==> src/lsu_pkg.sv <==
// ==========================================================================
// Shared definitions for the uncached load/store path and its AXI-Lite RAM.
// Referenced by scoped name from every RTL file and from the testbench.
// ==========================================================================

package lsu_pkg;

    // Bus widths
    localparam int ADDR_W = 32;
    localparam int DATA_W = 32;

    // RAM depth in 32-bit words, anything at or past it is out of range
    localparam int MEM_WORDS = 256;
    // Word index width into the RAM array
    localparam int MEM_IDX_W = $clog2(MEM_WORDS);

    // Access size of a CPU request
    typedef enum logic [1:0] {
        SIZE_BYTE = 2'd0,
        SIZE_HALF = 2'd1,
        SIZE_WORD = 2'd2
    } mem_size_t;

    // AXI response codes actually produced by the RAM
    localparam logic [1:0] RESP_OKAY   = 2'b00;
    localparam logic [1:0] RESP_SLVERR = 2'b10;

    // ======================================================================
    // Execute stage FSM
    // ======================================================================
    typedef enum logic [2:0] {
        ST_IDLE       = 3'd0,
        ST_WRITE_ADDR = 3'd1,
        ST_WRITE_DATA = 3'd2,
        ST_WRITE_RESP = 3'd3,
        ST_READ_ADDR  = 3'd4,
        ST_READ_DATA  = 3'd5
    } lsu_state_t;

endpackage

==> src/lsu_load_align.sv <==
// ==========================================================================
// Result stage: pulls the addressed byte or halfword out of the raw word,
// extends it, and registers the single-cycle response strobe.
// ==========================================================================
`timescale 1ns/1ps

module lsu_load_align (
    input  logic                       aclk,
    input  logic                       rst_n,
    input  logic                       exe_done,
    input  logic [lsu_pkg::DATA_W-1:0] exe_rdata,
    input  logic                       exe_err,
    input  logic                       exe_write,
    input  logic [1:0]                 dec_offset,
    input  lsu_pkg::mem_size_t         dec_size,
    input  logic                       dec_unsigned,
    output logic                       rsp_valid,
    output logic [lsu_pkg::DATA_W-1:0] rsp_rdata,
    output logic                       rsp_err
);
    logic [lsu_pkg::DATA_W-1:0] shifted_c;
    logic [lsu_pkg::DATA_W-1:0] load_c;

    // Addressed lane moved down to bit 0
    assign shifted_c = exe_rdata >> {dec_offset, 3'b000};

    always_comb begin
        case (dec_size)
            lsu_pkg::SIZE_BYTE:
                load_c = {{(lsu_pkg::DATA_W-8){~dec_unsigned & shifted_c[7]}},
                          shifted_c[7:0]};
            lsu_pkg::SIZE_HALF:
                load_c = {{(lsu_pkg::DATA_W-16){~dec_unsigned & shifted_c[15]}},
                          shifted_c[15:0]};
            default:
                load_c = exe_rdata;
        endcase
    end

    always_ff @(posedge aclk) begin
        if (!rst_n) begin
            rsp_valid <= 1'b0;
        end else begin
            rsp_valid <= exe_done;
        end
    end

    // Writes and failed accesses return zero data
    always_ff @(posedge aclk) begin
        if (exe_done) begin
            rsp_rdata <= (exe_write || exe_err) ? '0 : load_c;
            rsp_err   <= exe_err;
        end
    end

endmodule

==> config.mk <==
export PLATFORM = sky130hd
export DESIGN_NAME = lsu_load_align
export DESIGN_NICKNAME = d
export VERILOG_FILES = /design/src/lsu_pkg.sv /design/src/lsu_load_align.sv
export SDC_FILE = /design/constraint.sdc
export NUM_CORES = 1
export LEC_CHECK = 0
export ABC_CLOCK_PERIOD_IN_PS = 4800
export BUFFER_PORTS_ARGS = -buffer_cell sky130_fd_sc_hd__buf_2
export CAP_MARGIN = 10
export CORE_MARGIN = 8
export CORE_UTILIZATION = 50
export CTS_CLUSTER_DIAMETER = 150
export CTS_CLUSTER_SIZE = 12
export DETAILED_ROUTE_END_ITERATION = 8
export PLACE_DENSITY_LB_ADDON = 0.3
export SLEW_MARGIN = 20
export SYNTH_ARGS = -nofsm -noshare
export SYNTH_HDL_FRONTEND = slang
export SYNTH_SLANG_ARGS = --single-unit
export TNS_END_PERCENT = 1
==> constraint.sdc <==
create_clock -name aclk -period 4.8 [get_ports aclk]
set_input_delay 0.96 -clock aclk [delete_from_list [all_inputs] [get_ports aclk]]
set_output_delay 0.96 -clock aclk [all_outputs]
set_load 0.05 [all_outputs]
==> metrics list <==
* Number of DRC violations after detailed-routing iteration 0: 97
* Post-Syn Instances: ~150
- In this run, CTS created clock tree buffers numbering 5.
- Net count of the mapped netlist: between 150 and 200
- Count of buffers added by post-CTS timing repair for setup: 0
- The tree is rooted in a clkbuf_4.
- Of the synthesized area, sequential elements account for 0.5868.
* Clock period minus final worst setup slack: between 2 and 3 ns
- Number of cells upsized or downsized after cts: 0
* Worst slew margin: 0.4835
* Class of the most critical setup path: input port to flop
- The die covers about 5600 um2.
- CTS Hold Bufs: 0
- Pin placement for this block handled 76 I/O pins.
* Top cell type by total area after synthesis: edfxtp_1
- The flow ran to the end, and the final reports show no timing, DRC or antenna violations.
- For this design, the sink count on the clock tree is 34.
- Smallest setup slack after layout: between 2 and 2.5 ns
- For this run, the share of the core covered by cells in the final layout is 0.6430.
- The most used flip-flop cell after synthesis is edfxtp_1.
- After detailed routing, the number of vias per cell comes to approximately 5.7.
- Entering global routing, the biggest net connects 37 pins.
- By instance count, the leading cell after synthesis is edfxtp_1.
* Number of detailed-route iterations in the first pass: 4
- In the final routing, the length of wire on met1 measures roughly 1800 um.
* Wire length of the first global-routing pass: roughly 7000 um
* Reported max-cap violation count: 0
- Setup violations remaining at the end of the flow were counted as 0.
* Static Leakage: roughly 0.89 nW
- The die is roughly 75 um tall.
* Number of max-slew violations in the final report: 0
- Dividing total power by cell area gives a power density of 319.5 nW/um2.
- The compound-cell area share of the yosys netlist was 0.2208.
- Post-DRT Antenna Nets: 0
- Antenna diodes: 0
- The tightest min-delay check is of the input port to flop type.
- Fraction of registers with async set/reset: 0
* Area contributors post-synth: edfxtp_1 (58%), a21oi_1 (9.0%), mux2i_1 (5.2%), o221a_2 (4.6%), nand2_1 (3.7%)
- Synthesis-to-finish area growth: 24.55%
* Wire length per cell after detailed routing: ~18 um
- Setup repair after global routing left no endpoint under its margin.
- Clock-pin slew was measured on the worst setup and hold paths at around 0.10 ns.
- Worst voltage drop across the vdd grid: 0.1392 mV
- Summed over all layers, the global routing overflow is 0.
* Number of warning messages in the yosys log: 0
- Once detailed placement completed, the half-perimeter wirelength came to 3504 um.
- Synth Area in XOR/XNOR: 0
- Number of enable-type register cells in the synthesized netlist: 33
- Share of synthesized cell area in full adder, half adder and majority cells: 0
* Count of distinct cell types in the synthesized netlist: 23
- For this block, the via count after detailed routing is about 1.5k.
- The synthesized design contains 34 register bits.
- The number of antenna violations at the first check in global routing was 0.
- Routed signal wires occupy layers up through met4.
* Maximum count of clock buffers along a single path: 2
* Total wirelength of the detailed-routed design: ~4700 um
* Fraction of synthesized area in multiplexers: 0.06536
* Fraction of layout cells with a size suffix above 1: 0.4174
- The via count of the first global-routing pass is approximately 1.6k.
- The share of synthesized area in the top cell type comes to 0.5752.
- The final layout contains approximately 260 nets.
- Routed wire length on met3: 495 um
* Last weighted congestion value of the routability-driven placer: about 0.83
* Data required time of the worst path: about 4.9 ns
- In the synthesized netlist, the cells that appear most often are edfxtp_1 (33), a21oi_1 (31), nand2_1 (17), nor2_1 (11).
- Number of failing hold endpoints at the final stage: 0
- In the routed design, unresolved DRC markers number 0.
- For this run, the total global-route usage over all layers was measured as 0.1721.
* Fraction of the cycle the final worst path needs: 0.5272
- Maximum level of the CTS H-tree: 2
- Averaged over all synthesized cells, the footprint is approximately 12 um2.
* Actual transition at the worst max-transition pin: just under 0.8 ns
- Summing every instance area after synthesis gives between 1500 and 2000 um2.
- STA classifies the critical path endpoint as a flop.
- Count of buffers inserted at the top-level ports: 75
- The core region is between 3000 and 4000 um2.
* Initial Util: 0.5163
- In this run the worst path has a maximum fanout of 16.
* Fmax: between 300 and 400 MHz
- At the worst endpoint, the arrival time is roughly 2.6 ns.
- Of the total synthesized cell area, the portion taken by AND, OR, NAND and NOR gates is 0.09296.
- The floorplan step set the die width to around 75 um.
- After synthesis, the largest family of logic cells by area is compound AO/OA/AOI/OAI gates.
* Worst Setup Start Kind: input port
* Pre-CTS setup slack: 1.933 ns
- Row count: 21
* Summed negative setup slack over all endpoints: 0 ns
- TritonCTS built the clock tree.
- Detailed routing placed a total of about 2400 um of wire on met2.
## logic make-up after synthesis
group | after synthesis
flops | 34
simple gates | 36
mux | 10
compound gates | 55
buf+inv | 13
## critical path: stages
cell,delay (ns)
buf_2,0.30
mux4_2,0.60
nand2_4,0.13
a21boi_4,0.45
a21oi_1,0.14
## layout make-up
cell class / instances / area (um2)
Fill cell: 294 / 1191
Sequential cell: 34 / 1011
Multi-Input combinational cell: 101 / 653.1
Timing Repair Buffer: 75 / 375.4
Tap cell: 46 / 57.56
Clock buffer: 8 / 48.80
## registers in the layout, indices dropped and copies added, names as in the netlist
register   flops
rsp_rdata     32
rsp_valid      1
rsp_err        1
## metal layers
layer | track usage | vias up
li1 | - | 709
met1 | 0.1902 | 697
met2 | 0.2953 | 80
met3 | 0.05193 | 8
met4 | 0.08043 | 0
met5 | 0 | -
## worst paths after layout
path	from	endpoint	slack [ns]	depth (start not counted)
setup / recovery	dec_offset[1]	rsp_rdata[22]$_SDFFCE_PP0P_	2.27	5
hold / removal	rst_n	rsp_valid$_SDFF_PN0_	0.83	2
## layout by cell type (no fill, tap or decap)
| master | Yosys | final |
|---|---|---|
| o221a_2 | 7 | 7 |
| o2bb2ai_1 | 7 | 7 |
| a21oi_1 | 31 | 31 |
| nor3_1 | 1 | 1 |
| clkbuf_4 | 0 | 5 |
| mux4_2 | 1 | 1 |
| a21boi_4 | 1 | 1 |
| nor2_1 | 11 | 11 |
| nand2b_1 | 1 | 1 |
| nand2_4 | 1 | 1 |
| o22ai_1 | 1 | 1 |
| a22oi_1 | 8 | 8 |
| nor3b_1 | 1 | 1 |
| nor2b_1 | 2 | 2 |
| mux2i_1 | 9 | 9 |
| clkbuf_1 | 9 | 3 |
| buf_2 | 2 | 75 |
| dfxtp_1 | 1 | 1 |
| or2_2 | 1 | 1 |
| nand2_1 | 17 | 17 |
| edfxtp_1 | 33 | 33 |
| and2_1 | 1 | 1 |
## power breakdown
| part | internal, W | leakage (nW) | total [W] | switching [W] |
|---|---|---|---|---|
| sequential | 0.000349 | 0.324 | 0.000353 | 0.00000463 |
| combinational | 0.0000477 | 0.543 | 0.000184 | 0.000136 |
| clock | 0.0000584 | 0.0265 | 0.000148 | 0.0000900 |
| total | 0.000455 | 0.894 | 0.000686 | 0.000231 |
## stage by stage
step	std cells	total power (W)	instance area (um2)	hold slack [ns]
6_report	264	0.0006856	2146	0.8274
5_1_grt	264	0.0007123	2146	0.8176
4_1_cts	264	0.0006905	2146	0.8133
3_5_place_dp	256	0.0005435	2097	1.166
3_3_place_gp	256	0.0005391	2097	1.164
2_1_floorplan	148	0.0004880	1723	1.059
(Power assumes the default switching activity.)
