==> src/lsu_pkg.sv <==
// ==========================================================================
// Shared definitions for the uncached load/store path and its AXI-Lite RAM.
// Referenced by scoped name from every RTL file and from the testbench.
// ==========================================================================

package lsu_pkg;

    // Bus widths
    localparam int ADDR_W = 32;
    localparam int DATA_W = 32;

    // RAM depth in 32-bit words, anything at or past it is out of range
    localparam int MEM_WORDS = 256;
    // Word index width into the RAM array
    localparam int MEM_IDX_W = $clog2(MEM_WORDS);

    // Access size of a CPU request
    typedef enum logic [1:0] {
        SIZE_BYTE = 2'd0,
        SIZE_HALF = 2'd1,
        SIZE_WORD = 2'd2
    } mem_size_t;

    // AXI response codes actually produced by the RAM
    localparam logic [1:0] RESP_OKAY   = 2'b00;
    localparam logic [1:0] RESP_SLVERR = 2'b10;

    // ======================================================================
    // Execute stage FSM
    // ======================================================================
    typedef enum logic [2:0] {
        ST_IDLE       = 3'd0,
        ST_WRITE_ADDR = 3'd1,
        ST_WRITE_DATA = 3'd2,
        ST_WRITE_RESP = 3'd3,
        ST_READ_ADDR  = 3'd4,
        ST_READ_DATA  = 3'd5
    } lsu_state_t;

endpackage

==> src/lsu_axil_master.sv <==
// ==========================================================================
// Execute stage: AXI-Lite master FSM running one read or write per decoded
// request. Misaligned requests complete with an error and never hit the bus.
// ==========================================================================
`timescale 1ns/1ps

module lsu_axil_master (
    input  logic                       aclk,
    input  logic                       rst_n,
    // Decoded request
    input  logic                       dec_valid,
    input  logic                       dec_write,
    input  logic [lsu_pkg::ADDR_W-1:0] dec_addr,
    input  logic [lsu_pkg::DATA_W-1:0] dec_wdata,
    input  logic [3:0]                 dec_strb,
    input  logic                       dec_misaligned,
    // Completion towards the result stage
    output logic                       exe_done,
    output logic [lsu_pkg::DATA_W-1:0] exe_rdata,
    output logic                       exe_err,
    output logic                       exe_write,
    // AXI-Lite master
    output logic [lsu_pkg::ADDR_W-1:0] awaddr,
    output logic                       awvalid,
    input  logic                       awready,
    output logic [lsu_pkg::DATA_W-1:0] wdata,
    output logic [3:0]                 wstrb,
    output logic                       wvalid,
    input  logic                       wready,
    input  logic [1:0]                 bresp,
    input  logic                       bvalid,
    output logic                       bready,
    output logic [lsu_pkg::ADDR_W-1:0] araddr,
    output logic                       arvalid,
    input  logic                       arready,
    input  logic [lsu_pkg::DATA_W-1:0] rdata,
    input  logic [1:0]                 rresp,
    input  logic                       rvalid,
    output logic                       rready
);
    lsu_pkg::lsu_state_t state;
    lsu_pkg::lsu_state_t next_state;

    logic skip_c;
    logic wr_fin_c;
    logic rd_fin_c;

    // ======================================================================
    // FSM
    // ======================================================================
    always_comb begin
        next_state = state;
        case (state)
            lsu_pkg::ST_IDLE: begin
                // Misaligned requests stay here and finish next cycle
                if (dec_valid && !dec_misaligned) begin
                    next_state = dec_write ? lsu_pkg::ST_WRITE_ADDR : lsu_pkg::ST_READ_ADDR;
                end
            end
            lsu_pkg::ST_WRITE_ADDR: begin
                if (awready) next_state = lsu_pkg::ST_WRITE_DATA;
            end
            lsu_pkg::ST_WRITE_DATA: begin
                if (wready) next_state = lsu_pkg::ST_WRITE_RESP;
            end
            lsu_pkg::ST_WRITE_RESP: begin
                if (bvalid) next_state = lsu_pkg::ST_IDLE;
            end
            lsu_pkg::ST_READ_ADDR: begin
                if (arready) next_state = lsu_pkg::ST_READ_DATA;
            end
            lsu_pkg::ST_READ_DATA: begin
                if (rvalid) next_state = lsu_pkg::ST_IDLE;
            end
            default: next_state = lsu_pkg::ST_IDLE;
        endcase
    end

    always_ff @(posedge aclk) begin
        if (!rst_n) begin
            state    <= lsu_pkg::ST_IDLE;
            exe_done <= 1'b0;
        end else begin
            state    <= next_state;
            exe_done <= skip_c | wr_fin_c | rd_fin_c;
        end
    end

    // Channel controls straight from the state, one phase at a time
    assign awvalid = (state == lsu_pkg::ST_WRITE_ADDR);
    assign wvalid  = (state == lsu_pkg::ST_WRITE_DATA);
    assign bready  = (state == lsu_pkg::ST_WRITE_RESP);
    assign arvalid = (state == lsu_pkg::ST_READ_ADDR);
    assign rready  = (state == lsu_pkg::ST_READ_DATA);

    // Decode holds its payload for the whole transaction
    assign awaddr = dec_addr;
    assign araddr = dec_addr;
    assign wdata  = dec_wdata;
    assign wstrb  = dec_strb;

    // ======================================================================
    // Completion
    // ======================================================================
    assign skip_c   = (state == lsu_pkg::ST_IDLE) && dec_valid && dec_misaligned;
    assign wr_fin_c = bvalid && bready;
    assign rd_fin_c = rvalid && rready;

    // Error responses complete like any other, flagged through exe_err
    always_ff @(posedge aclk) begin
        if (skip_c) begin
            exe_rdata <= '0;
            exe_err   <= 1'b1;
            exe_write <= dec_write;
        end else if (wr_fin_c) begin
            exe_rdata <= '0;
            exe_err   <= (bresp != lsu_pkg::RESP_OKAY);
            exe_write <= 1'b1;
        end else if (rd_fin_c) begin
            exe_rdata <= rdata;
            exe_err   <= (rresp != lsu_pkg::RESP_OKAY);
            exe_write <= 1'b0;
        end
    end

endmodule

==> config.mk <==
export PLATFORM = sky130hd
export DESIGN_NAME = lsu_axil_master
export DESIGN_NICKNAME = d
export VERILOG_FILES = /design/src/lsu_pkg.sv /design/src/lsu_axil_master.sv
export SDC_FILE = /design/constraint.sdc
export NUM_CORES = 1
export LEC_CHECK = 0
export BUFFER_PORTS_ARGS = -buffer_cell sky130_fd_sc_hd__buf_2
export CORE_AREA = 2 2 98 100
export DETAILED_ROUTE_END_ITERATION = 8
export DIE_AREA = 0 0 100 102
export GPL_TIMING_DRIVEN = 0
export MAX_ROUTING_LAYER = met4
export PLACE_DENSITY = 0.74
export SKIP_LAST_GASP = 1
export SYNTH_ARGS = -nofsm -noshare
export SYNTH_HDL_FRONTEND = slang
export SYNTH_SLANG_ARGS = --single-unit
==> constraint.sdc <==
create_clock -name aclk -period 2.17 [get_ports aclk]
set_clock_uncertainty 0.2 [all_clocks]
set_input_delay 0.1085 -clock aclk [delete_from_list [all_inputs] [get_ports aclk]]
set_output_delay 0.1085 -clock aclk [all_outputs]
set_load 0.05 [all_outputs]
==> results <==
- The clock insertion delay at the later pin of the skew report is 280 ps.
- The via count of the first global-routing pass is 2403.
- The number of DRC markers in iteration 0 is 44.
- The net count reported at finish is 635.
- The count of hold buffers inserted by post-cts repair is 38.
- In the global route stage, overall resource usage came out at 14.2%.
- Of all nets on the critical path, the largest fanout is 10.
- The worst setup margin is 382 ps.
- The commonest register cell after synthesis is dfxtp_1.
- The sequential share of the synthesized area is 32.5%.
- After clock tree synthesis, the setup repair step added 0 buffers.
- The fraction of the cycle the final worst path needs is between 80 and 90%.
- The cell count of the worst reg-to-reg path is 5.
- The maximum operating frequency is 559 MHz.
- By startpoint and endpoint, the worst setup path is classified as reg -> reg.
- The number of hold-slack violations in the final timing report was 0.
- The reported leakage power is 0.00210 uW.
- The area growth from synthesis to layout is 65.5%.
- The number of enable-type register cells in the synthesized netlist is 1.
- The initial utilization of the core area, before any placement, comes to 26.0%.
- The final sum of negative setup slack is 0 ps.
- The relative max-transition margin is 74.5%.
- The total power divided by cell area is 710 mW/mm^2.
- The number of distinct library cells after synthesis is 34.
- The number of pins exceeding their max-slew limit in the final report came to 0.
- The worst ir drop on vdd is 0.000340 V.
- The global-route congestion overflow total is 0.
- The final wirelength is 7.84 mm.
- The first global-routing pass estimated 11.1 mm of wire.
- The number of storage elements in the synthesis netlist is 38.
- The maximum buffer depth of the clock tree is 2.
- The final period demand of the worst path is 1790 ps.
- The nature of the critical path startpoint is a register.
- After detailed routing, the number of remaining DRC violations is 0.
- The TritonCTS clock tree is done.
- The average routed wire per standard cell is 12.4 um.
- Of the cells placed in the final design, the portion with a size suffix greater than 1 is 61.4%.
- The number of antenna violations at the first check in global routing was 0.
- The number of sinks on the clock net is 38.
- The average instance in the mapped netlist occupies 8.14 sq um.
- The clock root buffer master is clkbuf_8.
- The tool flagged a number of max-cap violations equal to 0.
- The number of core rows is 35.
- Setup violations remaining at the end of the flow were counted as 0.
- The path class of the tightest hold or removal check is in -> reg.
- The routability congestion estimate from global placement is 0.686.
- The clock tree synthesis step divided the H-tree into 2 levels.
- Gates resized during post-CTS repair numbered 0.
- The per-cell via count in the routed design is 4.21.
- The library cells used most frequently in the layout, excluding fill and tap cells, are 191 x buf_2, 102 x buf_4, 67 x nand2_1.
- Detailed placement finished with a half-perimeter wire length of between 5 and 6 mm.
- Measured along the x axis, the die boundary spans about 100 um.
- Port buffering added 185 buffers.
- Data on the critical path is required at its endpoint by 2140 ps.
- The number of inserted diodes is 0.
- The detailed-route via count is 2663.
- The transition time of the tightest slew-check pin is approximately 380 ps.
- The die area is 0.0102 sq mm.
- The number of stages on the worst hold path is 2.
- The capturing element type of the critical path is a register.
- Counting flops with an async set or reset pin after synthesis yields a share of 0%.
- The number of nets produced by synthesis is 405.
- The worst setup slack after placement is 328 ps.
- The area of the placeable core is approximately 0.0091 sq mm.
- The count of nets left with antenna violations after detail routing is 0.
- The worst path arrival time is between 1500 and 2000 ps.
- The leading cell type in the layout, fill and taps excluded is buf_2.
- Entering global routing, the biggest net connects 12 pins.
- The floorplan step set the die height to around 100 um.
- The Yosys warning count is 0.
- The number of clock buffers added by TritonCTS is 5.
- The cell area that synthesis handed to floorplanning was 0.00237 sq mm.
- The first detailed-routing pass ran for 4 iterations.
- Clock-pin slew was measured on the worst setup and hold paths at 70 ps.
- Setup repair after global routing left no endpoint under its margin.
- The count of mapped cells out of synthesis is approximately 290.
- The total I/O pin count is 254.
- The run finished with clean final reports.
==> layer usage <==
metal	wire length [um]	GRT usage, %
met2	4310	28.0
met3	730	3.08
met4	172	4.85
met1	2630	13.7
met5	0	-
==> per-stage QoR <==
stage                     utilization [%]  total power [uW]  cell area (sq um)  hold slack [ps]  instances
after floorplan                         -              1900               2370             26.3        291
after global placement               37.7              2160               3430              153        587
after detailed placement             37.7              2180               3430              154        587
after CTS                            43.1              2820               3920             3.51        632
after global routing                 43.1              2930               3920             19.0        632
final                                43.1              2790               3920             12.7        632
==> critical path: stages, from the launching register on <==
cell and delay (ps):
dfxtp_1 380, nor2_1 180, nand3_1 170, a21oi_2 380
buf_2 310, a21oi_1 60
==> state kept, by name, indices dropped and copies added (netlist names) <==
register and count:
exe_done 1, exe_err 1, exe_rdata 32, exe_write 1, state 3
==> worst paths after layout <==
path / start / end / slack [ps]
hold reg to reg: exe_rdata[10] / exe_rdata[10] / 250
hold / removal: dec_write / exe_write / 10
setup reg to reg: state[0] / exe_rdata[11] / 380
setup / recovery: state[0] / exe_rdata[11] / 380
==> cells by family (layout without fill, tap and decap cells) <==
| family | count (synthesis) | count (layout) | share of synthesized area [%] |
|---|---|---|---|
| DFF | 38 | 38 | 32.5 |
| buffers and inverters | 116 | 346 | 36.9 |
| muxes | 2 | 2 | 0.845 |
| and+or+nand+nor | 90 | 90 | 17.0 |
| AOI/OAI and AO/OA | 45 | 45 | 12.7 |
==> power by group <==
part / switching, uW / internal [uW] / total, uW
sequential: 49.0 / 777 / 826
clock: 251 / 322 / 573
combinational: 938 / 448 / 1390
total: 1240 / 1550 / 2790
==> final cells by class <==
type	instances	area, sq um
inverters	3	11.3
clock buffers	7	108
plain buffers	113	863
multi-input cells	137	724
repair buffers	223	1310
well taps	111	139
flip-flops and latches	38	771
fillers	882	5190
==> cells in the mapped netlist (2+ instances only) <==
master    number  share of area (%)
nand2_1       67                 11
nor2_1         5               0.79
dfxtp_1       37                 31
o21ai_0        3               0.63
a21oi_2        7                2.6
nor3b_1        2               0.63
mux2i_1        2               0.84
nand3_1        2               0.42
nand2b_1       2               0.53
inv_1          3               0.48
nor2b_1        2               0.53
a21oi_1       28                5.9
buf_4        102                 32
buf_2          6                1.3
buf_8          3                1.9
buf_6          2               0.95
Note: power is estimated with default switching activity, not from simulation.
