`config.mk`:
```
export PLATFORM = sky130hd
export DESIGN_NAME = lsu_decode
export DESIGN_NICKNAME = d
export VERILOG_FILES = /design/src/lsu_pkg.sv /design/src/lsu_decode.sv
export SDC_FILE = /design/constraint.sdc
export NUM_CORES = 1
export LEC_CHECK = 0
export BUFFER_PORTS_ARGS = -buffer_cell sky130_fd_sc_hd__buf_2
export CAP_MARGIN = 30
export CORE_AREA = 4 4 93 73
export DETAILED_ROUTE_END_ITERATION = 7
export DIE_AREA = 0 0 97 77
export PLACE_DENSITY = 0.83
export SLEW_MARGIN = 25
export SYNTH_ARGS = -nofsm -noshare
export SYNTH_HDL_FRONTEND = slang
export SYNTH_SLANG_ARGS = --single-unit
```
`constraint.sdc`:
```
create_clock -name aclk -period 2.1 [get_ports aclk]
set_clock_uncertainty 0.05 [all_clocks]
set_input_delay 0 -clock aclk [delete_from_list [all_inputs] [get_ports aclk]]
set_output_delay 0 -clock aclk [all_outputs]
set_load 0.01 [all_outputs]
```
`src/lsu_pkg.sv`:
```
// ==========================================================================
// Shared definitions for the uncached load/store path and its AXI-Lite RAM.
// Referenced by scoped name from every RTL file and from the testbench.
// ==========================================================================

package lsu_pkg;

    // Bus widths
    localparam int ADDR_W = 32;
    localparam int DATA_W = 32;

    // RAM depth in 32-bit words, anything at or past it is out of range
    localparam int MEM_WORDS = 256;
    // Word index width into the RAM array
    localparam int MEM_IDX_W = $clog2(MEM_WORDS);

    // Access size of a CPU request
    typedef enum logic [1:0] {
        SIZE_BYTE = 2'd0,
        SIZE_HALF = 2'd1,
        SIZE_WORD = 2'd2
    } mem_size_t;

    // AXI response codes actually produced by the RAM
    localparam logic [1:0] RESP_OKAY   = 2'b00;
    localparam logic [1:0] RESP_SLVERR = 2'b10;

    // ======================================================================
    // Execute stage FSM
    // ======================================================================
    typedef enum logic [2:0] {
        ST_IDLE       = 3'd0,
        ST_WRITE_ADDR = 3'd1,
        ST_WRITE_DATA = 3'd2,
        ST_WRITE_RESP = 3'd3,
        ST_READ_ADDR  = 3'd4,
        ST_READ_DATA  = 3'd5
    } lsu_state_t;

endpackage

```
`src/lsu_decode.sv`:
```
// ==========================================================================
// Decode stage: captures a request strobe, forms byte strobes, lane data
// and the misaligned flag, and tracks busy until the response goes out.
// ==========================================================================
`timescale 1ns/1ps

module lsu_decode (
    input  logic                       aclk,
    input  logic                       rst_n,
    input  logic                       req_valid,
    input  logic                       req_write,
    input  lsu_pkg::mem_size_t         req_size,
    input  logic                       req_unsigned,
    input  logic [lsu_pkg::ADDR_W-1:0] req_addr,
    input  logic [lsu_pkg::DATA_W-1:0] req_wdata,
    input  logic                       rsp_valid,
    output logic                       dec_valid,
    output logic                       dec_write,
    output logic [lsu_pkg::ADDR_W-1:0] dec_addr,
    output logic [lsu_pkg::DATA_W-1:0] dec_wdata,
    output logic [3:0]                 dec_strb,
    output logic                       dec_misaligned,
    output logic [1:0]                 dec_offset,
    output lsu_pkg::mem_size_t         dec_size,
    output logic                       dec_unsigned,
    output logic                       busy
);
    logic [3:0]                 strb_c;
    logic [lsu_pkg::DATA_W-1:0] wdata_c;
    logic                       misaligned_c;
    logic                       busy_q;

    // Lane placement, store data replicated so the strobe picks the lane
    always_comb begin
        case (req_size)
            lsu_pkg::SIZE_BYTE: begin
                strb_c       = 4'b0001 << req_addr[1:0];
                wdata_c      = {4{req_wdata[7:0]}};
                misaligned_c = 1'b0;
            end
            lsu_pkg::SIZE_HALF: begin
                strb_c       = 4'b0011 << req_addr[1:0];
                wdata_c      = {2{req_wdata[15:0]}};
                misaligned_c = req_addr[0];
            end
            default: begin
                strb_c       = 4'b1111;
                wdata_c      = req_wdata;
                misaligned_c = |req_addr[1:0];
            end
        endcase
    end

    always_ff @(posedge aclk) begin
        if (!rst_n) begin
            dec_valid <= 1'b0;
            busy_q    <= 1'b0;
        end else begin
            dec_valid <= req_valid;
            // A new strobe wins over the clear of the previous one
            if (req_valid) begin
                busy_q <= 1'b1;
            end else if (rsp_valid) begin
                busy_q <= 1'b0;
            end
        end
    end

    // Held until the next strobe, the result stage still needs offset/size
    always_ff @(posedge aclk) begin
        if (req_valid) begin
            dec_write      <= req_write;
            dec_addr       <= {req_addr[lsu_pkg::ADDR_W-1:2], 2'b00};
            dec_wdata      <= wdata_c;
            dec_strb       <= strb_c;
            dec_misaligned <= misaligned_c;
            dec_offset     <= req_addr[1:0];
            dec_size       <= req_size;
            dec_unsigned   <= req_unsigned;
        end
    end

    // Drops together with the response strobe
    assign busy = busy_q & ~rsp_valid;

endmodule

```
==> results of run 1 <==
[per-layer routing]
metal | vias up | global-route usage
met5 | - | 0
met4 | 0 | 0.0799
met3 | 12 | 0.0925
met2 | 122 | 0.422
met1 | 1028 | 0.244
li1 | 980 | -
[cells in the final DEF (no fill, tap or decap), drive strengths merged]
cell type | Yosys | final
a211o | 1 | 1
a21oi | 1 | 1
and2 | 1 | 1
and3b | 1 | 1
buf | 5 | 148
bufinv | 0 | 1
clkbuf | 1 | 9
clkinv | 0 | 3
clkinvlp | 0 | 1
conb | 1 | 2
dfxtp | 2 | 2
dlygate4sd3 | 0 | 74
edfxtp | 73 | 73
inv | 1 | 3
mux2 | 16 | 16
mux2i | 8 | 8
nand2 | 8 | 8
nand2b | 1 | 1
nor2 | 4 | 4
nor2b | 1 | 1
o21a | 1 | 1
o21ai | 9 | 9
o21bai | 1 | 1
or2 | 1 | 1
[stage by stage]
stage / area (µm²) / hold WS [ps] / util
floorplan: 2720 / 3.64 / -
global placement: 3510 / 126 / 0.605
detailed placement: 3510 / 129 / 0.605
CTS: 4450 / 28.8 / 0.768
global route: 4450 / 45.7 / 0.768
finish: 4450 / 52.8 / 0.768
[cell type report]
type | instances | area [µm²]
clock buffer | 9 | 124
clock inverter | 7 | 76.3
fill | 334 | 1350
inverter | 1 | 3.75
multi-input combinational | 56 | 429
sequential | 75 | 2230
tap | 78 | 97.6
timing repair buffer | 222 | 1490
[path summary, 6_finish.rpt]
path / from / end / cells past startpoint
worst min register to register: busy_q / busy_q / 2
worst max-delay path: req_wdata[5] / dec_wdata[29] / 5
worst max register to register: busy_q / busy_q / 2
worst min-delay path: req_size[0] / dec_size[0] / 1
[critical path: cells and delay by family]
family / cells / cell delay (ps)
buffers and inverters: 3 / 1240
muxes: 1 / 170
AOI/OAI and AO/OA: 1 / 90
[cell families after synthesis]
family | Yosys count
AO/OA/AOI/OAI | 13
flip-flops | 75
buffers and inverters | 7
AND/OR/NAND/NOR | 17
multiplexers | 24
other | 1
[what timing repair did]
action                    CTS  global route
setup buffers               0             0
hold buffers               74             0
hold endpoints to repair   72             0
[power by group through the flow]
| stage | clock network, mW | registers [mW] | logic (mW) |
|---|---|---|---|
| 3_3_place_gp | 0 | 1.84 | 0.372 |
| 3_5_place_dp | 0 | 1.85 | 0.382 |
| 5_1_grt | 1.22 | 1.83 | 0.543 |
| 4_1_cts | 1.14 | 1.82 | 0.496 |
| 6_report | 1.13 | 1.82 | 0.505 |
| 2_1_floorplan | 0 | 1.92 | 0.0760 |
[registers in the layout, indices dropped and copies added, names as in the netlist, 2 cells and up]
register and flops:
dec_size 2, dec_addr 30, dec_offset 2, dec_wdata 32
dec_strb 4
==> results.json, run 1 <==
{
  "wl_met1_um": 3020,
  "clockPowerShare": 0.326,
  "crit_chain": "dlygate4sd3_1 > buf_2 > mux2i_1 > o21ai_1 > dlygate4sd3_1",
  "p_per_area_nw_per_um2": 776,
  "hold_class": "input pin to register",
  "yosysTopAreaCell": "edfxtp_1",
  "clockBufferDepth": 2,
  "ios": 149,
  "diodes": 0,
  "slew_violations": 0,
  "antenna_left": 0,
  "wl_per_cell_um": 18.6,
  "die-area_um2": 7470,
  "dp.cells": 358,
  "synthXorXnorAreaFrac": 0,
  "path_class": "input pin to register",
  "reg2reg_slack_ps": 1320,
  "routed_wl_um": 8330,
  "timing.final.ws_setup_ps": 645,
  "yosysMostFrequentCell": "edfxtp_1",
  "pwr-share-comb": 0.146,
  "antenna_found_initial": 0,
  "path_clk_slew_ps": 80,
  "cp_slowest_stage_delay_ps": 570,
  "path_max_fanout": 4,
  "ys_warn_count": 0,
  "crit_slowest_cell": "dlygate4sd3_1",
  "drt_iter0_drc": 84,
  "switchingPower_mw": 0.848,
  "avgSynthCellArea_um2": 19.8,
  "layout_min_cycle_time_ps": 1460,
  "worstMarginPinSlew_ps": 605,
  "muxShareOfSynthArea": 0.0960,
  "synth-seq-area-share": 0.823,
  "ys_async_sr_fraction": 0,
  "cts-root-buf": "clkbuf_8",
  "htreeDepth": 3,
  "fin_total_pwr_mw": 3.45,
  "rsz0062_at_grt": "false",
  "synth_edf_count": 73,
  "drc": 0,
  "die_w_um": 97,
  "ys.flop_type": "edfxtp_1",
  "rows": 24,
  "critPathLaunchType": "input pin",
  "finalSetupViolations": 0,
  "detailed_place_hpwl_um": 4760,
  "status": "finished, final reports clean",
  "synth_top_family_by_area": "multiplexers",
  "core_um2": 5800,
  "grt_pass1_wl_um": 12900,
  "cellInternalPower_mw": 2.60,
  "gr-total-overflow": 0,
  "track_usage": 0.232,
  "path_common_cell": "dlygate4sd3_1",
  "fin_nets": 437,
  "finalCritPeriodShare": 0.693,
  "gp_congestion": 0.765,
  "synth_area_leaders": "edfxtp_1 81%, mux2_2 6.6%, mux2i_1 3.0%",
  "route.met3.wl_um": 761,
  "syn-cell-area_um2": 2710,
  "vias_per_cell": 4.78,
  "arrival_ps": 1510,
  "max-slew-margin-rel": 0.597,
  "portBuffers": 146,
  "yosysUniqueCellTypes": 23,
  "netlist_instances": 137,
  "syn_to_final_growth_pct": 64.1,
  "synth_commonest_cells": "73 x edfxtp_1, 16 x mux2_2, 8 x mux2i_1, 8 x nand2_1, 8 x o21ai_1",
  "start_util": 0.468,
  "netSwitchingFraction": 0.246,
  "clkLatencyLatePin_ps": 350,
  "hold_viol_final": 0,
  "grt_max_degree": 43,
  "numCtsBuffers": 9,
  "cts_tree": "done",
  "p_seq_frac": 0.528,
  "endpoint_kind": "register",
  "pre_cts_slack_ps": 760,
  "cts_resized": 0,
  "crit_required_ps": 2150,
  "synth_adder_area_share": 0,
  "synth_compound_gate_area_share": 0.0272,
  "synthSimpleGateAreaFrac": 0.0323,
  "cts.sinks": 75,
  "cap_violations": 0,
  "synth_top_area_frac": 0.808,
  "setup_tns_ps": 0,
  "ys_ff_latch": 75,
  "vias": 2142,
  "fmax_mhz": 687,
  "die_height_um": 77,
  "first_global_vias": 2340,
  "dr.pass1.iters": 4,
  "fin_cells": 448,
  "drive_gt1_frac": 0.492,
  "route.met2.wl_um": 4430,
  "peakVddDrop_uv": 584,
  "top_layer": "met4",
  "p_leak_nw": 1.91
}
Note: power is estimated with default switching activity, not from simulation.
==> run 2, diff against run 1 <==
--- a/config.mk
+++ b/config.mk
@@ -5,12 +5,13 @@
 export SDC_FILE = /design/constraint.sdc
 export NUM_CORES = 1
 export LEC_CHECK = 0
+export ABC_AREA = 1
 export BUFFER_PORTS_ARGS = -buffer_cell sky130_fd_sc_hd__buf_2
 export CAP_MARGIN = 30
-export CORE_AREA = 4 4 93 73
+export CORE_AREA = 4 4 103 80
 export DETAILED_ROUTE_END_ITERATION = 7
-export DIE_AREA = 0 0 97 77
-export PLACE_DENSITY = 0.83
+export DIE_AREA = 0 0 107 84
+export PLACE_DENSITY = 0.74
 export SLEW_MARGIN = 25
 export SYNTH_ARGS = -nofsm -noshare
 export SYNTH_HDL_FRONTEND = slang
==> constraint.sdc (replaced) <==
create_clock -name aclk -period 1.25 [get_ports aclk]
set_clock_uncertainty 0.05 [all_clocks]
set_input_delay 0 -clock aclk [delete_from_list [all_inputs] [get_ports aclk]]
set_output_delay 0 -clock aclk [all_outputs]
set_load 0.01 [all_outputs]
==> results.json, run 2 <==
{
  "worstHoldPathCells": 1,
  "grt_max_degree": 75,
  "p_per_area_nw_per_um2": 1290,
  "cap_violations": 0,
  "endpoint_kind": "register",
  "path_class": "input pin to register",
  "rsz0062_at_grt": "false",
  "path_clk_slew_ps": 70,
  "synth_top_area_frac": 0.775,
  "numCtsBuffers": 9,
  "synth_edf_count": 73,
  "gr-total-overflow": 0,
  "cts_resized": 0,
  "top_regs": "dec_wdata: 32 flops, dec_addr: 30 flops, dec_strb: 4 flops",
  "antenna_found_initial": 0,
  "final_common_cell": "buf_2",
  "layout_min_cycle_time_ps": 1160,
  "start_util": 0.391,
  "ys_warn_count": 0,
  "worstMarginPinSlew_ps": 501,
  "syn_to_final_growth_pct": 60.1,
  "routed_wl_um": 7650,
  "timing.final.ws_setup_ps": 91.5,
  "final_cell_mix": "145 x buf_2, 73 x edfxtp_1, 69 x dlygate4sd3_1, 58 x nand2_1, 16 x nand3_2",
  "ys_ff_latch": 75,
  "yosysMostFrequentCell": "edfxtp_1",
  "finalSetupViolations": 0,
  "cts.sinks": 75,
  "rows": 27,
  "cts-root-buf": "clkbuf_8",
  "drive_gt1_frac": 0.447,
  "arrival_ps": 1190,
  "track_usage": 0.169,
  "synth-seq-area-share": 0.789,
  "r2r-end": "busy_q",
  "core_um2": 7230,
  "die_w_um": 107,
  "cts_tree": "done",
  "crit_required_ps": 1290,
  "dr.pass1.iters": 5,
  "reg2reg_slack_ps": 570,
  "vias_per_cell": 4.51,
  "max-slew-margin-rel": 0.666,
  "die_height_um": 84,
  "largest_reg_flops": 32,
  "vias": 2284,
  "gp_congestion": 0.723,
  "finalCritPeriodShare": 0.927,
  "reg2reg_depth": 4,
  "path_max_fanout": 14,
  "worstReg2RegStart": "busy_q",
  "synth_area_leaders": "edfxtp_1 78%, nand2_1 7.7%, nand3_2 5.7%",
  "first_global_vias": 2298,
  "peakVddDrop_uv": 636,
  "dpl_cell_area_um2": 3630,
  "detailed_place_hpwl_um": 4860,
  "fin_nets": 473,
  "seq_area_um2": 2230,
  "ys_async_sr_fraction": 0,
  "htreeDepth": 3,
  "wl_per_cell_um": 15.1,
  "status": "finished, final reports clean",
  "critPathLaunchType": "input pin",
  "yosysTopAreaCell": "edfxtp_1",
  "regMostFlops": "dec_wdata",
  "nFillCells": 580,
  "design_area_um2": 4530,
  "ys.flop_type": "edfxtp_1",
  "hold_path_end": "dec_size[0]",
  "clkLatencyLatePin_ps": 330,
  "die-area_um2": 8990,
  "syn-cell-area_um2": 2830,
  "drc": 0,
  "portBuffers": 146,
  "hold_class": "input pin to register",
  "fmax_mhz": 863,
  "fin_total_pwr_mw": 5.84,
  "p_leak_nw": 2.03,
  "final_core_util": 0.626,
  "cts_setup_buffers": 0,
  "slew_violations": 0,
  "setup_tns_ps": 0,
  "netlist_instances": 179,
  "clockBufferDepth": 2,
  "hold_viol_final": 0,
  "pre_cts_slack_ps": 234,
  "yosysUniqueCellTypes": 17,
  "multiInputGateArea_um2": 475,
  "avgSynthCellArea_um2": 15.8,
  "synth_commonest_cells": "73 x edfxtp_1, 58 x nand2_1, 16 x nand3_2",
  "antenna_left": 0,
  "diodes": 0,
  "worstHoldStart": "req_size[0]",
  "grt_pass1_wl_um": 11800,
  "drt_iter0_drc": 106,
  "ios": 149
}
-- run 2: worst max-delay path by stage --
stage / from / end / cells past startpoint
after floorplan: busy_q / busy_q / 4
after global placement: req_size[0] / dec_wdata[11] / 4
after detailed placement: req_size[0] / dec_wdata[26] / 4
after CTS: req_size[1] / dec_wdata[26] / 6
after global routing: req_size[1] / dec_wdata[10] / 6
final: req_size[1] / dec_wdata[26] / 6
-- run 2: kinds of logic (layout without fill, tap and decap cells) --
family | after synthesis | in the layout | share of synthesized area
DFF | 75 | 75 | 0.789
buffers and inverters | 14 | 239 | 0.0438
and+or+nand+nor | 77 | 77 | 0.144
AOI/OAI and AO/OA | 12 | 12 | 0.0212
other | 1 | 2 | 0.00133
-- run 2: layer usage --
metal,wire length (µm),global-route usage,up-vias
met2,3770,0.284,124
met3,783,0.0642,12
met1,3000,0.202,1072
met4,102,0.0499,0
met5,0,0,-
li1,-,-,1076
-- run 2: final cells by class --
type | instances | area share
Inverter | 5 | 0.00470
Timing Repair Buffer | 219 | 0.324
Clock buffer | 9 | 0.0274
Tap cell | 101 | 0.0279
Sequential cell | 75 | 0.493
Clock inverter | 6 | 0.0180
Multi-Input combinational cell | 91 | 0.105
-- run 2: power breakdown --
part	leakage [nW]	switching (mW)	internal [mW]
sequential	0.731	0.0539	3.00
clock	0.104	0.843	1.10
combinational	1.19	0.429	0.413
total	2.03	1.33	4.51
-- run 2: critical path, stage by stage --
cell and delay (ps):
dlygate4sd3_1 520, buf_2 150, buf_4 240, nor2_8 90, nand2_1 120, nand3_2 70
-- run 2: what timing repair did --
action | CTS | global route
endpoints found under the setup margin | 0 | 0
hold buffers | 69 | 0
endpoints found under the hold margin | 72 | 0
-- run 2: stage by stage --
| step | std cells | hold WS [ps] |
|---|---|---|
| 6_report | 506 | 119 |
| 5_1_grt | 506 | 117 |
| 4_1_cts | 506 | 96.4 |
| 3_5_place_dp | 422 | 128 |
| 3_3_place_gp | 422 | 128 |
| 2_1_floorplan | 180 | 4.85 |
==> run 3, diff against run 2 <==
--- a/config.mk
+++ b/config.mk
@@ -8,10 +8,13 @@
 export ABC_AREA = 1
 export BUFFER_PORTS_ARGS = -buffer_cell sky130_fd_sc_hd__buf_2
 export CAP_MARGIN = 30
-export CORE_AREA = 4 4 103 80
+export CELL_PAD_IN_SITES_DETAIL_PLACEMENT = 1
+export CELL_PAD_IN_SITES_GLOBAL_PLACEMENT = 1
+export CORE_AREA = 5 5 115 90
+export CTS_BUF_LIST = sky130_fd_sc_hd__clkbuf_8
 export DETAILED_ROUTE_END_ITERATION = 7
-export DIE_AREA = 0 0 107 84
-export PLACE_DENSITY = 0.74
+export DIE_AREA = 0 0 120 95
+export PLACE_DENSITY_LB_ADDON = 0.1
 export SLEW_MARGIN = 25
 export SYNTH_ARGS = -nofsm -noshare
 export SYNTH_HDL_FRONTEND = slang
==> results.json, run 3 (synthesis results as in run 2) <==
{
  "rsz0062_at_grt": "false",
  "dpl_cell_area_um2": 3670,
  "largest_reg_flops": 32,
  "p_per_area_nw_per_um2": 1290,
  "cp_slowest_stage_delay_ps": 540,
  "die-area_um2": 11400,
  "fmax_mhz": 864,
  "grt_max_degree": 45,
  "p_leak_nw": 2.04,
  "clockPowerShare": 0.337,
  "fin_total_pwr_mw": 5.89,
  "core_um2": 9270,
  "clockBufferDepth": 2,
  "portBuffers": 146,
  "fin_nets": 475,
  "design_area_um2": 4580,
  "gp_congestion": 0.697,
  "detailed_place_hpwl_um": 5670,
  "drc": 0,
  "die_w_um": 120,
  "hold_class": "input pin to register",
  "ios": 149,
  "setup_tns_ps": 0,
  "seq_area_um2": 2230,
  "path_clk_slew_ps": 70,
  "die_height_um": 95,
  "final_core_util": 0.494,
  "antenna_left": 0,
  "cts-root-buf": "clkbuf_8",
  "cellInternalPower_mw": 4.52,
  "endpoint_kind": "register",
  "critical_path_depth": 6,
  "routed_wl_um": 8650,
  "numCtsBuffers": 9,
  "drive_gt1_frac": 0.449,
  "diodes": 0,
  "path_max_fanout": 8,
  "crit_chain": "dlygate4sd3_1 > buf_2 > buf_4 > nor2_8 > nand2_1 > nand3_2",
  "final_cell_mix": "145 x buf_2, 73 x edfxtp_1, 70 x dlygate4sd3_1, 58 x nand2_1, 16 x nand3_2",
  "grt_pass1_wl_um": 13200,
  "start_util": 0.305,
  "wl_per_cell_um": 16.5,
  "arrival_ps": 1200,
  "cts_tree": "done",
  "critPathLaunchType": "input pin",
  "finalSetupViolations": 0,
  "startpoint": "req_size[1]",
  "htreeDepth": 3,
  "regMostFlops": "dec_wdata",
  "nFillCells": 998,
  "dr.pass1.iters": 4,
  "gr-total-overflow": 0,
  "cts.sinks": 75,
  "crit_required_ps": 1290,
  "reg2reg_depth": 4,
  "clkLatencyLatePin_ps": 340,
  "p_seq_frac": 0.517,
  "track_usage": 0.155,
  "first_global_vias": 2543,
  "netSwitchingFraction": 0.233,
  "status": "finished, final reports clean",
  "top_regs": "dec_wdata: 32 flops, dec_addr: 30 flops, dec_strb: 4 flops",
  "critical-path-top-delay-family": "buffers and inverters",
  "crit_end": "dec_wdata[31]",
  "slew_violations": 0,
  "layout_min_cycle_time_ps": 1160,
  "vias": 2258,
  "worstReg2RegStart": "busy_q",
  "switchingPower_mw": 1.37,
  "path_class": "input pin to register",
  "vias_per_cell": 4.32,
  "pwr-share-comb": 0.146,
  "syn_to_final_growth_pct": 62.0,
  "crit_slowest_cell": "dlygate4sd3_1",
  "rows": 31,
  "critical_path_buf_inv_count": 3,
  "antenna_found_initial": 0,
  "final_common_cell": "buf_2",
  "peakVddDrop_uv": 524,
  "r2r-end": "busy_q",
  "cts_setup_buffers": 0,
  "reg2reg_slack_ps": 560,
  "hold_viol_final": 0,
  "multiInputGateArea_um2": 478,
  "cap_violations": 0,
  "whs_ps": 102,
  "finalCritPeriodShare": 0.926,
  "drt_iter0_drc": 82
}
[run 3: cell count changes in the layout (fill, tap and decap cells not counted), sizes merged]
| cell | before | now |
|---|---|---|
| clkinv | 4 | 3 |
| buf | 150 | 151 |
| inv | 5 | 6 |
| clkinvlp | 0 | 1 |
| dlygate4sd3 | 69 | 70 |
[run 3: worst min-delay path by stage]
stage,from,endpoint,slack [ps],cells past startpoint
2_1_floorplan,rsp_valid,busy,5,1
3_3_place_gp,req_addr[2],dec_addr[2],130,1
3_5_place_dp,req_addr[7],dec_addr[7],130,1
4_1_cts,req_size[0],dec_size[0],70,1
5_1_grt,req_size[0],dec_size[0],90,1
6_report,req_size[0],dec_size[0],100,1
[run 3: metrics by stage]
step                setup WS (ps)  instances
floorplan                     514        180
global placement              267        437
detailed placement            237        437
CTS                          24.4        523
global route                 41.6        523
finish                       92.0        523
[run 3: repair_timing]
item | CTS | global route
endpoints found under the setup margin | 0 | 2
hold endpoints to repair | 76 | 1
hold buffers | 70 | 1
resized for setup | 0 | 2
[run 3: metal layers]
| layer | wire [µm] | share of wire | track usage | vias up |
|---|---|---|---|---|
| li1 | - | - | - | 1077 |
| met1 | 3460 | 0.40 | 0.175 | 1074 |
| met2 | 4440 | 0.51 | 0.269 | 91 |
| met3 | 593 | 0.069 | 0.0515 | 16 |
| met4 | 155 | 0.018 | 0.0686 | 0 |
| met5 | 0 | 0 | 0 | - |
[run 3: power by group through the flow]
stage | Combinational, mW | Sequential [mW] | Clock (mW)
5_1_grt | 0.942 | 3.07 | 2.18
3_3_place_gp | 0.688 | 3.10 | 0
4_1_cts | 0.868 | 3.05 | 2.07
3_5_place_dp | 0.696 | 3.10 | 0
2_1_floorplan | 0.159 | 3.23 | 0
6_report | 0.860 | 3.05 | 1.98
[run 3: area by class of cell]
type                       count  area share
sequential                    75       0.487
timing repair buffer         221       0.327
multi-input combinational     91       0.104
tap                          115      0.0314
clock buffer                   9      0.0270
clock inverter                 7      0.0183
inverter                       5     0.00519
